### src/common/intc_pkg.sv
// Interrupt controller shared types: source count, interrupt id, vectors and config word
`default_nettype none

package intc_pkg;

  // Number of interrupt sources handled by the controller
  parameter int intc_num_src_default = 16;

  // Interrupt number, wide enough to name every source
  typedef logic [$clog2(intc_num_src_default)-1:0] intr_id_t;

  // One bit per source
  typedef logic [intc_num_src_default-1:0] intr_vec_t;

  // Configuration word written over the cfg handshake
  //   mask      : 1 enables the source
  //   edge_mode : 1 selects rising edge, 0 selects level
  typedef struct packed {
    intr_vec_t mask;
    intr_vec_t edge_mode;
  } intc_cfg_t;

  // Delivery report from the priority pipeline back to capture,
  // valid for exactly one cycle per completed handshake
  typedef struct packed {
    logic     valid;
    intr_id_t id;
  } intr_done_t;

endpackage : intc_pkg

`default_nettype wire

### src/intr_capture.sv
// Interrupt capture: source synchronizer, edge detection, pending bits and config port
`timescale 1ns/1ps
`default_nettype none

module intr_capture
  import intc_pkg::*;
#(
  parameter int num_src = intc_num_src_default
) (
  input  wire        clk,
  input  wire        rst_n,

  // Raw interrupt lines, asynchronous to clk
  input  intr_vec_t  src,

  // Four-phase configuration port
  input  wire        cfg_req,
  input  intc_cfg_t  cfg_data,
  output logic       cfg_ack,

  // Delivery report from the priority pipeline
  input  intr_done_t done,

  // Masked request vector towards the pipeline
  output intr_vec_t  active
);

  // Bits above num_src are never driven active
  localparam intr_vec_t src_used = intr_vec_t'((64'd1 << num_src) - 64'd1);

  // Two-flop synchronizer and previous-sample stage
  intr_vec_t src_meta;
  intr_vec_t src_sync;
  intr_vec_t src_prev;

  // Edge detection and pending state
  intr_vec_t rise;
  intr_vec_t done_hit;
  intr_vec_t pending;
  intr_vec_t pending_nxt;

  // Stored configuration
  intc_cfg_t cfg_q;

  // Synchronizer chain, the third stage doubles as the registered level
  always_ff @(posedge clk or negedge rst_n) begin
    if (!rst_n) begin
      src_meta <= '0;
      src_sync <= '0;
      src_prev <= '0;
    end else begin
      src_meta <= src;
      src_sync <= src_meta;
      src_prev <= src_sync;
    end
  end

  // Rising edges, only recorded for sources in edge mode
  assign rise = src_sync & ~src_prev & cfg_q.edge_mode & src_used;

  // Decode the delivered id into a one-hot clear vector
  always_comb begin
    done_hit = '0;
    if (done.valid) begin
      done_hit[done.id] = 1'b1;
    end
  end

  // A fresh edge in the same cycle as the clear keeps the bit set
  assign pending_nxt = (pending & ~(done_hit & cfg_q.edge_mode)) | rise;

  always_ff @(posedge clk or negedge rst_n) begin
    if (!rst_n) begin
      pending <= '0;
    end else begin
      pending <= pending_nxt;
    end
  end

  // Config handshake
  // Data is taken when req is first seen, ack follows req down one cycle later
  always_ff @(posedge clk or negedge rst_n) begin
    if (!rst_n) begin
      cfg_q   <= '0;
      cfg_ack <= 1'b0;
    end else if (cfg_req && !cfg_ack) begin
      cfg_q   <= cfg_data;
      cfg_ack <= 1'b1;
    end else if (!cfg_req && cfg_ack) begin
      cfg_ack <= 1'b0;
    end
  end

  // Edge sources present their pending bit, level sources their line.
  // Masked sources keep their pending bit so re-enabling delivers it
  assign active = cfg_q.mask & src_used &
                  ((cfg_q.edge_mode & pending) | (~cfg_q.edge_mode & src_prev));

endmodule : intr_capture

`default_nettype wire

### src/intr_prio/intr_prio_pipe.sv
// Priority pipeline: latch, encode highest active source, deliver over four-phase req/ack
`timescale 1ns/1ps
`default_nettype none

module intr_prio_pipe
  import intc_pkg::*;
#(
  parameter int num_src = intc_num_src_default
) (
  input  wire        clk,
  input  wire        rst_n,

  // Masked request vector from capture
  input  intr_vec_t  active,

  // Four-phase delivery port to the processor
  input  wire        irq_ack,
  output logic       irq_req,
  output intr_id_t   irq_id,

  // Completion report back to capture
  output intr_done_t done
);

  // Stage 1
  intr_vec_t s1_vec;
  logic      s1_valid;

  // Encoder between stage 1 and stage 2
  intr_id_t  enc_id;
  logic      enc_valid;

  // Stage 2
  intr_id_t  s2_id;
  logic      s2_valid;

  // Handshake bookkeeping
  logic      complete;
  logic      flush;
  logic      flush_q;
  logic      launch;
  logic      done_valid_q;
  intr_id_t  done_id_q;

  // First cycle of ack against a live request
  assign complete = irq_req && irq_ack;

  // Stages 1 and 2 stay empty from completion until ack has dropped,
  // so the next sample already sees the cleared pending bit
  assign flush = complete || flush_q;

  always_ff @(posedge clk or negedge rst_n) begin
    if (!rst_n) begin
      flush_q <= 1'b0;
    end else if (complete) begin
      flush_q <= 1'b1;
    end else if (!irq_ack) begin
      flush_q <= 1'b0;
    end
  end

  // Stage 1 latches the request vector every cycle
  always_ff @(posedge clk) begin
    s1_vec <= active;
  end

  always_ff @(posedge clk or negedge rst_n) begin
    if (!rst_n) begin
      s1_valid <= 1'b0;
    end else begin
      s1_valid <= !flush;
    end
  end

  // Highest numbered set bit wins
  always_comb begin
    enc_id = '0;
    for (int i = 0; i < num_src; i++) begin
      if (s1_vec[i]) begin
        enc_id = intr_id_t'(i);
      end
    end
    enc_valid = s1_valid && (|s1_vec);
  end

  // Stage 2 holds the encoded winner
  always_ff @(posedge clk) begin
    s2_id <= enc_id;
  end

  always_ff @(posedge clk or negedge rst_n) begin
    if (!rst_n) begin
      s2_valid <= 1'b0;
    end else begin
      s2_valid <= enc_valid && !flush;
    end
  end

  // New request only from an idle port with ack already low
  assign launch = !irq_req && !irq_ack && !flush_q && s2_valid;

  // Stage 3 drives the delivery handshake
  always_ff @(posedge clk or negedge rst_n) begin
    if (!rst_n) begin
      irq_req <= 1'b0;
    end else if (launch) begin
      irq_req <= 1'b1;
    end else if (complete) begin
      irq_req <= 1'b0;
    end
  end

  // Id is held for the whole request
  always_ff @(posedge clk) begin
    if (launch) begin
      irq_id <= s2_id;
    end
  end

  // Single-cycle completion pulse with the delivered id
  always_ff @(posedge clk or negedge rst_n) begin
    if (!rst_n) begin
      done_valid_q <= 1'b0;
    end else begin
      done_valid_q <= complete;
    end
  end

  always_ff @(posedge clk) begin
    done_id_q <= irq_id;
  end

  assign done = '{valid: done_valid_q, id: done_id_q};

endmodule : intr_prio_pipe

`default_nettype wire

### src/intc_top.sv
// Interrupt controller top: capture block feeding the priority delivery pipeline
`timescale 1ns/1ps
`default_nettype none

module intc_top
  import intc_pkg::*;
#(
  parameter int num_src = intc_num_src_default
) (
  input  wire       clk,
  input  wire       rst_n,

  // Raw interrupt sources
  input  intr_vec_t src,

  // Configuration port
  input  wire       cfg_req,
  input  intc_cfg_t cfg_data,
  output logic      cfg_ack,

  // Processor delivery port
  input  wire       irq_ack,
  output logic      irq_req,
  output intr_id_t  irq_id
);

  // Masked requests from capture to the pipeline
  intr_vec_t  active;

  // Completion report from the pipeline back to capture
  intr_done_t done;

  intr_capture #(
    .num_src  (num_src)
  ) intr_capture_i (
    .clk      (clk),
    .rst_n    (rst_n),
    .src      (src),
    .cfg_req  (cfg_req),
    .cfg_data (cfg_data),
    .cfg_ack  (cfg_ack),
    .done     (done),
    .active   (active)
  );

  intr_prio_pipe #(
    .num_src  (num_src)
  ) intr_prio_pipe_i (
    .clk      (clk),
    .rst_n    (rst_n),
    .active   (active),
    .irq_ack  (irq_ack),
    .irq_req  (irq_req),
    .irq_id   (irq_id),
    .done     (done)
  );

endmodule : intc_top

`default_nettype wire

### config.mk
export PLATFORM = sky130hd
export DESIGN_NAME = intc_top
export DESIGN_NICKNAME = d
export VERILOG_FILES = /design/src/common/intc_pkg.sv /design/src/intr_capture.sv /design/src/intr_prio/intr_prio_pipe.sv /design/src/intc_top.sv
export SDC_FILE = /design/constraint.sdc
export NUM_CORES = 1
export LEC_CHECK = 0
export ABC_AREA = 0
export CORE_ASPECT_RATIO = 1.75
export CORE_UTILIZATION = 66
export DETAILED_ROUTE_END_ITERATION = 10
export DONT_BUFFER_PORTS = 1
export PLACE_DENSITY = 0.93
export SLEW_MARGIN = 20
export SYNTH_ARGS = -nofsm -noshare
export SYNTH_HDL_FRONTEND = slang
export SYNTH_SLANG_ARGS = --single-unit
### constraint.sdc
create_clock -name clk -period 3.2 [get_ports clk]
set_input_delay 0.96 -clock clk [delete_from_list [all_inputs] [get_ports clk]]
set_output_delay 0.96 -clock clk [all_outputs]
set_load 0.01 [all_outputs]
==> qor.csv, run 1 <==
stage;metric;value;unit
synth;Netlist cell types;36;
power_and_ir_drop;final total power;5.011;mW
power_and_ir_drop;Clock power frac;36.6;%
power_and_ir_drop;Comb pwr share;14.4;%
finish;Layout Utilization;78.08;%
setup_path;Worst Path Arrival;0.86;ns
global_routing;first-pass GRT wire length;12.98;mm
finish;Reg area;3153;um^2
cts;cts hold-fix bufs;0;
timing;Clock Skew;0.009020;ns
route;TritonRoute pass-1 iters;4;
cts;clk_lat worst skew;0.41;ns
global_routing;initial antenna violation count;0;
floorplan;die area;7015;um^2
setup_path;crit path capture type;primary output;
setup_path;Critical Path Source Type;flip-flop;
synth;Mapped Area;4403;um^2
cts;CTS-repair resized insts;0;
route;drt initial violations;200;
placed_design;DP Cell Count;382;
global_routing;largest net degree at the start of global routing;103;
timing;Max Clk Rate;550.8;MHz
placed_design;Setup WS pre-CTS;1.172;ns
global_routing;vias in the first global route;2620;
global_routing;met3 GRT Util;9.053;%
placed_design;final RePlAce weighted congestion;0.8096;
timing;final count of negative-setup-slack endpoints;0;
run_status;outcome;complete, no violations;
route;vias per cell;5.976;
synth;largest area contributor in the netlist;dfrtp_1;
finish;Area Overhead vs Synth;15.09;%
floorplan;die height;110.1;um
cts;CTS sink count;130;
global_routing;met1 usage;29.43;%
finish;Final Non-Filler Cells;415;
power_and_ir_drop;Sw Pwr;1.313;mW
cts;TritonCTS clock tree;done;
timing;final-report hold violation count;0;
cts;# Post-CTS Setup Buffers;0;
finish;final instance area;5067;um^2
route;routed vias;2480;
synth;Seq/Total Area, Yosys;71.61;%
setup_path;CP required;2.24;ns
synth;Syn Inst Count;305;
timing;Worst slew margin;50.48;%
power_and_ir_drop;Power Dens Cells;989.0;nW/um^2
finish;area occupied by multi-input gates;1197;um^2
synth;Yosys warnings;0;
global_routing;met2 Usage GRT;44.07;%
power_and_ir_drop;switching share of total power;26.20;%
global_routing;gr usage total;26.17;%
route;DRC;0;
floorplan;die width;63.74;um
route;WL final;8.114;mm
floorplan;Starting Density;67.84;%
cts;Max clock buf depth;2;
power_and_ir_drop;Worst VDD drop;0.7375;mV
synth;Area contributors post-synth;dfrtp_1, dfxtp_1, mux2_2;
timing;Worst Max-Slew Pin Slew;0.7418;ns
finish;layout cells sized above 1;19.28;%
synth;FF+latch count, synth;130;
worst_hold_path;HP Class;in2async;
setup_path;crit-path max FO;2;
floorplan;io pins;58;
synth;top cell type's share of synthesized area;57.97;%
route;Routed Antenna Nets;0;
global_routing;Most Crowded Layer GR;met2;
cts;root buffer cell;clkbuf_16;
power_and_ir_drop;leakage power;2.147;nW
cts;Clock H-tree levels;4;
timing;Tmin final;1.815;ns
synth;Post-Syn Nets;358;
finish;nets@finish;372;
placed_design;placed cell areas;4483;um^2
power_and_ir_drop;Flop pwr share;49.1;%
timing;fin crit share;56.73;%
cts;CTS clk-pin slew, worst paths;0.05;ns
timing;Slew Limit Fails;0;
finish;number of fill cells;346;
flow_run;max_cap viols;0;
floorplan;Site Rows;39;
timing;setup tns final;0;ns
cts;TritonCTS Buffers;17;
timing;Hold WS;0.2508;ns
synth;Mean Syn Cell Area;14.44;um^2
timing;Setup WS post-layout;1.385;ns
global_routing;global route overflow;0;
floorplan;Core Region;6490;um^2
setup_path;Worst Path Class, Setup;reg2out;
placed_design;HPWL Detailed;4.889;mm
placed_design;Port-buffer cells;0;
power_and_ir_drop;Pint;3.699;mW
route;routed len/inst;19.55;um
timing;unrepaired setup endpoints after global routing;no;
setup_path;Reg2Reg Setup Slack;1.58;ns
-- cell usage after synthesis --
library cell and n:
a21o_1 1, dfxtp_1 24, o41ai_1 1, or2b_2 1
o21ai_0 21, nand2b_1 1, buf_2 6, edfxtp_1 4
nand3_1 5, nand2_1 19, mux2i_1 16, o22ai_1 2
nor2b_1 16, and3_1 2, a221o_1 1, ha_1 1
dfrtp_1 102, nand4_1 2, nor4b_1 2, nor2_1 12
nor3_1 1, nand3b_1 9, o2bb2ai_1 4, a311oi_1 1
nand4b_1 2, a311o_1 1, nor4_2 1, nor3b_1 1
a31oi_1 1, and2b_2 1, inv_1 6, and2_1 1
mux2_2 32, nor4_1 3, or3b_1 1, o311ai_0 1
-- flip-flops by register name, indices dropped and copies added, names as in the netlist --
| register | count |
|---|---|
| intr_capture_i.cfg_q | 32 |
| intr_capture_i.pending | 16 |
| intr_capture_i.src_meta | 16 |
| intr_capture_i.src_prev | 16 |
| intr_capture_i.src_sync | 16 |
| intr_prio_pipe_i.s1_vec | 16 |
| intr_prio_pipe_i.done_id_q | 4 |
| intr_prio_pipe_i.irq_id | 4 |
| intr_prio_pipe_i.s2_id | 4 |
| intr_capture_i.cfg_ack | 1 |
| intr_prio_pipe_i.done_valid_q | 1 |
| intr_prio_pipe_i.flush_q | 1 |
| intr_prio_pipe_i.irq_req | 1 |
| intr_prio_pipe_i.s1_valid | 1 |
| intr_prio_pipe_i.s2_valid | 1 |
-- kinds of logic after synthesis --
family	synth area share [%]
compound gates	4.831
fa+ha+maj	0.2841
buf+inv	1.194
flops	71.61
mux	11.82
simple gates	10.26
-- placed cells by master, fill, tap and decap left out, types with 2 or more instances in the layout --
master       n
o22ai_1      2
mux2_2      32
nor2b_1     16
inv_1        6
clkbuf_1     4
clkbuf_8     7
o21ai_0     21
clkbuf_16   17
dfrtp_1    102
nand4b_1     2
nand3_1      5
nor2_1      12
dfxtp_1     24
edfxtp_1     4
mux2i_1     16
and3_1       2
nand2_1     19
clkinv_2     3
nor4_1       3
nand4_1      2
nand3b_1     9
o2bb2ai_1    4
nor4b_1      2
-- path summary, 6_finish.rpt --
check | start | endpoint | depth (start not counted)
max | intr_prio_pipe_i.irq_id[3] | irq_id[3] | 0
min | rst_n | intr_capture_i.cfg_q[0] | 0
max reg2reg | intr_capture_i.cfg_ack | intr_capture_i.cfg_q[18] | 4
min reg2reg | intr_capture_i.src_meta[8] | intr_capture_i.src_sync[8] | 0
max in group asynchronous | rst_n | intr_capture_i.src_sync[10] | 0
min in group clk | intr_capture_i.src_meta[8] | intr_capture_i.src_sync[8] | 0
-- area by class of cell --
cell class | count | share of cell area (%)
timing repair buffer | 1 | 0.1481
tap | 82 | 2.025
clock inverter | 4 | 0.8889
inverter | 6 | 0.4444
multi-input combinational | 163 | 23.63
clock buffer | 28 | 10.59
sequential | 130 | 62.22
antenna | 1 | 0.04938
-- power groups by stage --
stage | combinational, mW | clock (mW) | sequential (mW)
after floorplan | 0.601 | 0 | 2.33
after global placement | 0.652 | 0 | 2.42
after detailed placement | 0.693 | 0 | 2.46
after CTS | 0.723 | 1.87 | 2.45
after global routing | 0.796 | 1.93 | 2.52
final | 0.720 | 1.83 | 2.46
-- per-layer routing --
metal	routed length, um	vias to the layer above
met1	3079	1275
met3	387	20
li1	-	1103
met2	4425	82
met4	221	0
met5	0	-
Power figures use the tool's default switching activity.
==> run 2: changes to the inputs <==
CORE_UTILIZATION = 61   (was 66)
PLACE_DENSITY = 0.88   (was 0.93)
clock period = 1.9 ns   (was 3.2 ns; I/O delays follow)
==> run 2 against run 1 <==
Net effect: the run now ends with negative hold slack left; clock power rose by 84%; clock skew decreased by 0.0015 ns; die area grew 8.0%; setup slack lost 0.93 ns; final cell count up 0.24%; cell area increased by 1.2%; routed wire length shrank 1.9%; core utilization fell by 3.9 points; via count fell by 2.4%; register-to-register slack worse by 1.1 ns; critical path type is now reg2reg; highest routed layer unchanged.
==> qor.csv, run 2 (synthesized netlist as in run 1, its figures left out) <==
stage;metric;value;unit
finish;number of fill cells;409;
floorplan;io pins;58;
route;Routed Antenna Nets;0;
finish;Top reg by flops;intr_capture_i.cfg_q;
power_and_ir_drop;leakage power;2.173;nW
timing;Max Clk Rate;689.5;MHz
flow_run;max_cap viols;0;
timing;Tmin final;1.450;ns
setup_path;Critical path destination;intr_capture_i.pending[3];
setup_path;Worst Path Arrival;1.74;ns
cts;clk_lat worst skew;0.41;ns
setup_path;slowest CP cell;nor3b_1;
route;routed vias;2420;
route;vias per cell;5.817;
setup_path;Critical Path Source Type;flip-flop;
timing;Hold WS;-0.1383;ns
finish;max FFs per register;32;
cts;CTS clk-pin slew, worst paths;0.05;ns
route;WL final;7.957;mm
cts;CTS-repair resized insts;0;
floorplan;die height;114.4;um
cts;CTS sink count;130;
timing;final-report hold violation count;102;
setup_path;Reg2Reg Setup Slack;0.45;ns
timing;Setup WS post-layout;0.4498;ns
cts;root buffer cell;clkbuf_16;
timing;final count of negative-setup-slack endpoints;0;
finish;Ant. Diodes;0;
setup_path;FF-to-FF End;intr_capture_i.pending[3];
global_routing;vias in the first global route;2572;
global_routing;largest net degree at the start of global routing;103;
setup_path;crit-path leading delay family;simple AND/OR/NAND/NOR gates;
timing;Worst slew margin;50.16;%
setup_path;CP Depth;3;
finish;layout cells sized above 1;20.18;%
setup_path;Worst Path Class, Setup;reg2reg;
setup_path;CP bufs+invs;0;
route;TritonRoute pass-1 iters;4;
cts;# Post-CTS Setup Buffers;0;
timing;unrepaired setup endpoints after global routing;no;
worst_hold_path;HP Class;in2async;
floorplan;Starting Density;63.75;%
finish;commonest non-fill, non-tap cell in the layout;dfrtp_1;
cts;Clock H-tree levels;4;
timing;Slew Limit Fails;0;
timing;setup tns final;0;ns
finish;nets@finish;372;
cts;TritonCTS clock tree;done;
setup_path;CP required;2.19;ns
floorplan;Site Rows;40;
finish;Area Overhead vs Synth;16.43;%
timing;Clock Skew;0.007509;ns
global_routing;global route overflow;0;
run_status;outcome;finished with violations;
power_and_ir_drop;Worst VDD drop;1.053;mV
finish;most frequent cells in the layout;dfrtp_1, mux2_2, dfxtp_1;
timing;Worst Max-Slew Pin Slew;0.7467;ns
placed_design;HPWL Detailed;4.832;mm
run_status;violated checks;negative hold slack;
setup_path;worst r2r src;intr_prio_pipe_i.done_valid_q;
floorplan;die area;7575;um^2
placed_design;Setup WS pre-CTS;0.4013;ns
floorplan;die width;66.22;um
cts;TritonCTS Buffers;17;
route;DRC;0;
global_routing;gr usage total;24.18;%
power_and_ir_drop;Power Dens Cells;1699;nW/um^2
route;routed len/inst;19.13;um
placed_design;Port-buffer cells;0;
global_routing;first-pass GRT wire length;12.68;mm
setup_path;crit-path max FO;4;
setup_path;Largest stage delay, worst path;0.60;ns
setup_path;worst reg2reg path depth;3;
route;drt initial violations;100;
global_routing;initial antenna violation count;0;
placed_design;final RePlAce weighted congestion;0.7474;
timing;fin crit share;76.33;%
setup_path;CP cell instances;nor3b_1 -> nand4_1 -> o2bb2ai_1;
setup_path;crit path capture type;flip-flop;
cts;Max clock buf depth;2;
setup_path;Worst Setup SP;intr_prio_pipe_i.done_valid_q;
floorplan;Core Region;6907;um^2
## run 2: layout make-up
cell class                      instances  area (um^2)  area share, %
Sequential cell                       130         3153          61.51
Multi-Input combinational cell        163         1197          23.36
Clock buffer                           21        470.5          9.177
Clock inverter                         11        157.7          3.075
Tap cell                               84        105.1          2.050
Inverter                                6        22.52         0.4393
Timing Repair Buffer                    1        20.02         0.3905
## run 2: how the worst min path moves through the flow
stage / to / slack [ns] / cells past startpoint
floorplan: intr_capture_i.cfg_ack / 0.27 / 0
global placement: intr_capture_i.src_meta[10] / 0.28 / 0
detailed placement: intr_capture_i.src_meta[8] / 0.28 / 0
CTS: intr_capture_i.pending[14] / -0.16 / 0
global route: intr_capture_i.src_prev[9] / -0.17 / 0
finish: intr_capture_i.src_sync[8] / -0.14 / 0
## run 2: stage by stage
stage | power, mW | util, % | area [um^2] | cells | hold slack, ns
6_report | 8.709 | 74.22 | 5126 | 416 | -0.1383
5_1_grt | 9.116 | 74.22 | 5126 | 416 | -0.1686
4_1_cts | 8.764 | 74.22 | 5126 | 416 | -0.1577
3_5_place_dp | 5.315 | 65.13 | 4498 | 384 | 0.2767
3_3_place_gp | 5.206 | 65.13 | 4498 | 384 | 0.2762
2_1_floorplan | 4.937 | - | 4403 | 305 | 0.2744
## run 2: worst reg2reg max path: stages (launching register included)
cell and delay [ns]:
dfrtp_1 0.39, nor3b_1 0.60, nand4_1 0.17, o2bb2ai_1 0.17
## run 2: power by group
| group | switching [mW] | internal [mW] |
|---|---|---|
| clock | 1.09 | 2.28 |
| combinational | 0.511 | 0.709 |
| sequential | 0.620 | 3.50 |
| total | 2.22 | 6.49 |
## run 2: per-layer routing
layer,part of all wire [%],vias to the layer above,GRT usage [%]
met2,56,82,39.66
li1,-,1096,-
met5,0,-,0
met4,1.5,0,10.78
met1,37,1230,27.12
met3,5.6,12,10.06
==> run 3: changes to the inputs <==
ABC_AREA = 1   (was 0)
clock period = 1.46 ns   (was 1.9 ns; I/O delays follow)
==> run 3 against run 2 <==
Net effect: the flow still finishes with violations (negative hold slack); flip-flop and latch count unchanged; clock power increased by 8.6%; combinational power up 46%; sequential power rose by 23%; first-iteration DRC count is 82% higher; final cell count grew 24%; via count increased by 20%; routed wire length rose by 11%; synthesized cell count up 31%; critical path depth fell by 3; synthesized area decreased by 0.88%; register-to-register slack got worse by 0.29 ns; critical path type is now reg2out.
==> qor.csv, run 3 <==
stage;metric;value;unit
timing;Worst Max-Slew Pin Slew;0.5884;ns
finish;number of fill cells;448;
timing;Max Clk Rate;762.9;MHz
cts;CTS clk-pin slew, worst paths;0.05;ns
power_and_ir_drop;Worst VDD drop;1.282;mV
cts;Clock H-tree levels;4;
synth;Primary FF master, synth;dfrtp_1;
synth;top cell type's share of synthesized area;58.49;%
floorplan;Starting Density;63.19;%
synth;Synth top cells by count;nand2_1, dfrtp_1, inv_1;
power_and_ir_drop;Power Dens Cells;2090;nW/um^2
global_routing;vias in the first global route;3132;
finish;layout cells sized above 1;12.01;%
worst_hold_path;HP Class;in2async;
timing;fin crit share;89.78;%
cts;root buffer cell;clkbuf_16;
global_routing;initial antenna violation count;0;
cts;Max clock buf depth;2;
global_routing;largest net degree at the start of global routing;103;
timing;Clock Skew;0.006959;ns
cts;CTS sink count;130;
setup_path;crit path capture type;primary output;
timing;Worst slew margin;60.41;%
synth;Post-Syn Nets;453;
flow_run;max_cap viols;0;
global_routing;global route overflow;0;
setup_path;crit-path max FO;2;
cts;# Post-CTS Setup Buffers;0;
route;TritonRoute pass-1 iters;4;
finish;Ant. Diodes;0;
route;vias per cell;5.621;
floorplan;Core Region;6907;um^2
floorplan;Site Rows;40;
route;routed len/inst;17.06;um
route;drt initial violations;182;
cts;clk_lat worst skew;0.41;ns
floorplan;die height;113.9;um
floorplan;io pins;58;
run_status;outcome;finished with violations;
timing;Setup WS post-layout;0.1492;ns
synth;count leader, synth;nand2_1;
global_routing;first-pass GRT wire length;14.84;mm
global_routing;gr usage total;27.73;%
synth;Yosys warnings;0;
finish;Area Overhead vs Synth;15.40;%
floorplan;die width;65.94;um
route;routed vias;2906;
timing;final count of negative-setup-slack endpoints;0;
synth;Mean Syn Cell Area;10.91;um^2
synth;ys async rst share;78.46;%
placed_design;HPWL Detailed;5.634;mm
synth;Area contributors post-synth;dfrtp_1, dfxtp_1, nand2_1;
timing;setup tns final;0;ns
finish;max FFs per register;32;
finish;Top reg by flops;intr_capture_i.cfg_q;
run_status;violated checks;negative hold slack;
timing;Slew Limit Fails;0;
route;WL final;8.821;mm
finish;commonest non-fill, non-tap cell in the layout;dfrtp_1;
floorplan;die area;7510;um^2
power_and_ir_drop;final total power;10.53;mW
route;Routed Antenna Nets;0;
timing;final-report hold violation count;102;
cts;TritonCTS clock tree;done;
setup_path;Critical Path Source Type;flip-flop;
finish;nets@finish;473;
synth;Seq/Total Area, Yosys;72.25;%
finish;area occupied by multi-input gates;1001;um^2
timing;Hold WS;-0.2747;ns
synth;Mapped Area;4364;um^2
route;DRC;0;
synth;EDFF count, synth;4;
setup_path;CP required;1.02;ns
timing;Tmin final;1.311;ns
synth;Netlist cell types;21;
cts;TritonCTS Buffers;17;
setup_path;Worst Path Arrival;0.87;ns
finish;most frequent cells in the layout;dfrtp_1, nand2_1, inv_1;
placed_design;Setup WS pre-CTS;0.2319;ns
placed_design;final RePlAce weighted congestion;0.8575;
finish;Reg area;3154;um^2
setup_path;Worst Path Class, Setup;reg2out;
timing;unrepaired setup endpoints after global routing;no;
synth;largest area contributor in the netlist;dfrtp_1;
synth;Syn Inst Count;400;
synth;FF+latch count, synth;130;
placed_design;Port-buffer cells;0;
power_and_ir_drop;leakage power;2.364;nW
## run 3: cell type report
type / count / share of cell area, %
flip-flops and latches: 130 / 62.63
multi-input cells: 213 / 19.88
clock buffers: 26 / 9.714
inverters: 51 / 3.801
well taps: 84 / 2.087
repair buffers: 7 / 1.292
clock inverters: 6 / 0.5963
## run 3: through the flow
stage	instance area, um^2	hold WS (ns)	util, %	std cells
global placement	4511	0.1445	65.31	485
global route	5036	-0.2923	72.92	517
detailed placement	4511	0.1445	65.31	485
CTS	5030	-0.2897	72.83	517
finish	5036	-0.2747	72.92	517
floorplan	4364	0.1424	-	400
## run 3: worst paths after layout
kind / start / endpoint / slack [ns] / depth (start not counted)
min: rst_n / intr_capture_i.src_meta[4] / -0.27 / 0
max: intr_prio_pipe_i.irq_id[1] / irq_id[1] / 0.15 / 0
min in group clk: src[5] / intr_capture_i.src_meta[5] / 0.05 / 0
min reg2reg: intr_capture_i.src_meta[7] / intr_capture_i.src_sync[7] / 0.34 / 0
max reg2reg: intr_prio_pipe_i.s1_vec[2] / intr_prio_pipe_i.s2_id[0] / 0.16 / 15
max in group asynchronous: rst_n / intr_prio_pipe_i.flush_q / 1.59 / 0
## run 3: cell families after synthesis
family	share of synthesized area [%]
compound gates	8.257
fa+ha+maj	0.2867
buf+inv	4.988
flops	72.25
simple gates	14.22
## run 3: what timing repair did
item / in CTS / in global routing
endpoints found under the hold margin: 102 / 102
resized for setup: 0 / 3
setup endpoints to repair: 0 / 1
## run 3: power by group
group          leakage (nW)  switching, mW  internal [mW]
registers              1.41          0.578           4.51
clock network         0.262           1.38           2.28
logic                 0.694           1.16          0.618
total                  2.36           3.12           7.41
## run 3: routing by layer
layer  wire length (um)  vias up  global-route usage [%]
met2               4832      126                   46.46
met3                520       33                   7.600
met1               3139     1422                   30.09
met5                  0        -                       0
li1                   -     1325                       -
met4                328        0                   17.87
## run 3: worst reg2reg max path, cell delays in order, from the launching register on
cell     delay (ns)
dfxtp_2        0.32
inv_1          0.05
nand2_1        0.05
nand2_1        0.04
nand2_1        0.05
nand2_1        0.05
nand2_1        0.08
nand2_2        0.06
nand2_2        0.07
nand2_1        0.05
nand2_1        0.06
nand2_1        0.07
nand2_1        0.06
nand2_1        0.05
nand2_1        0.07
nand2_1        0.06
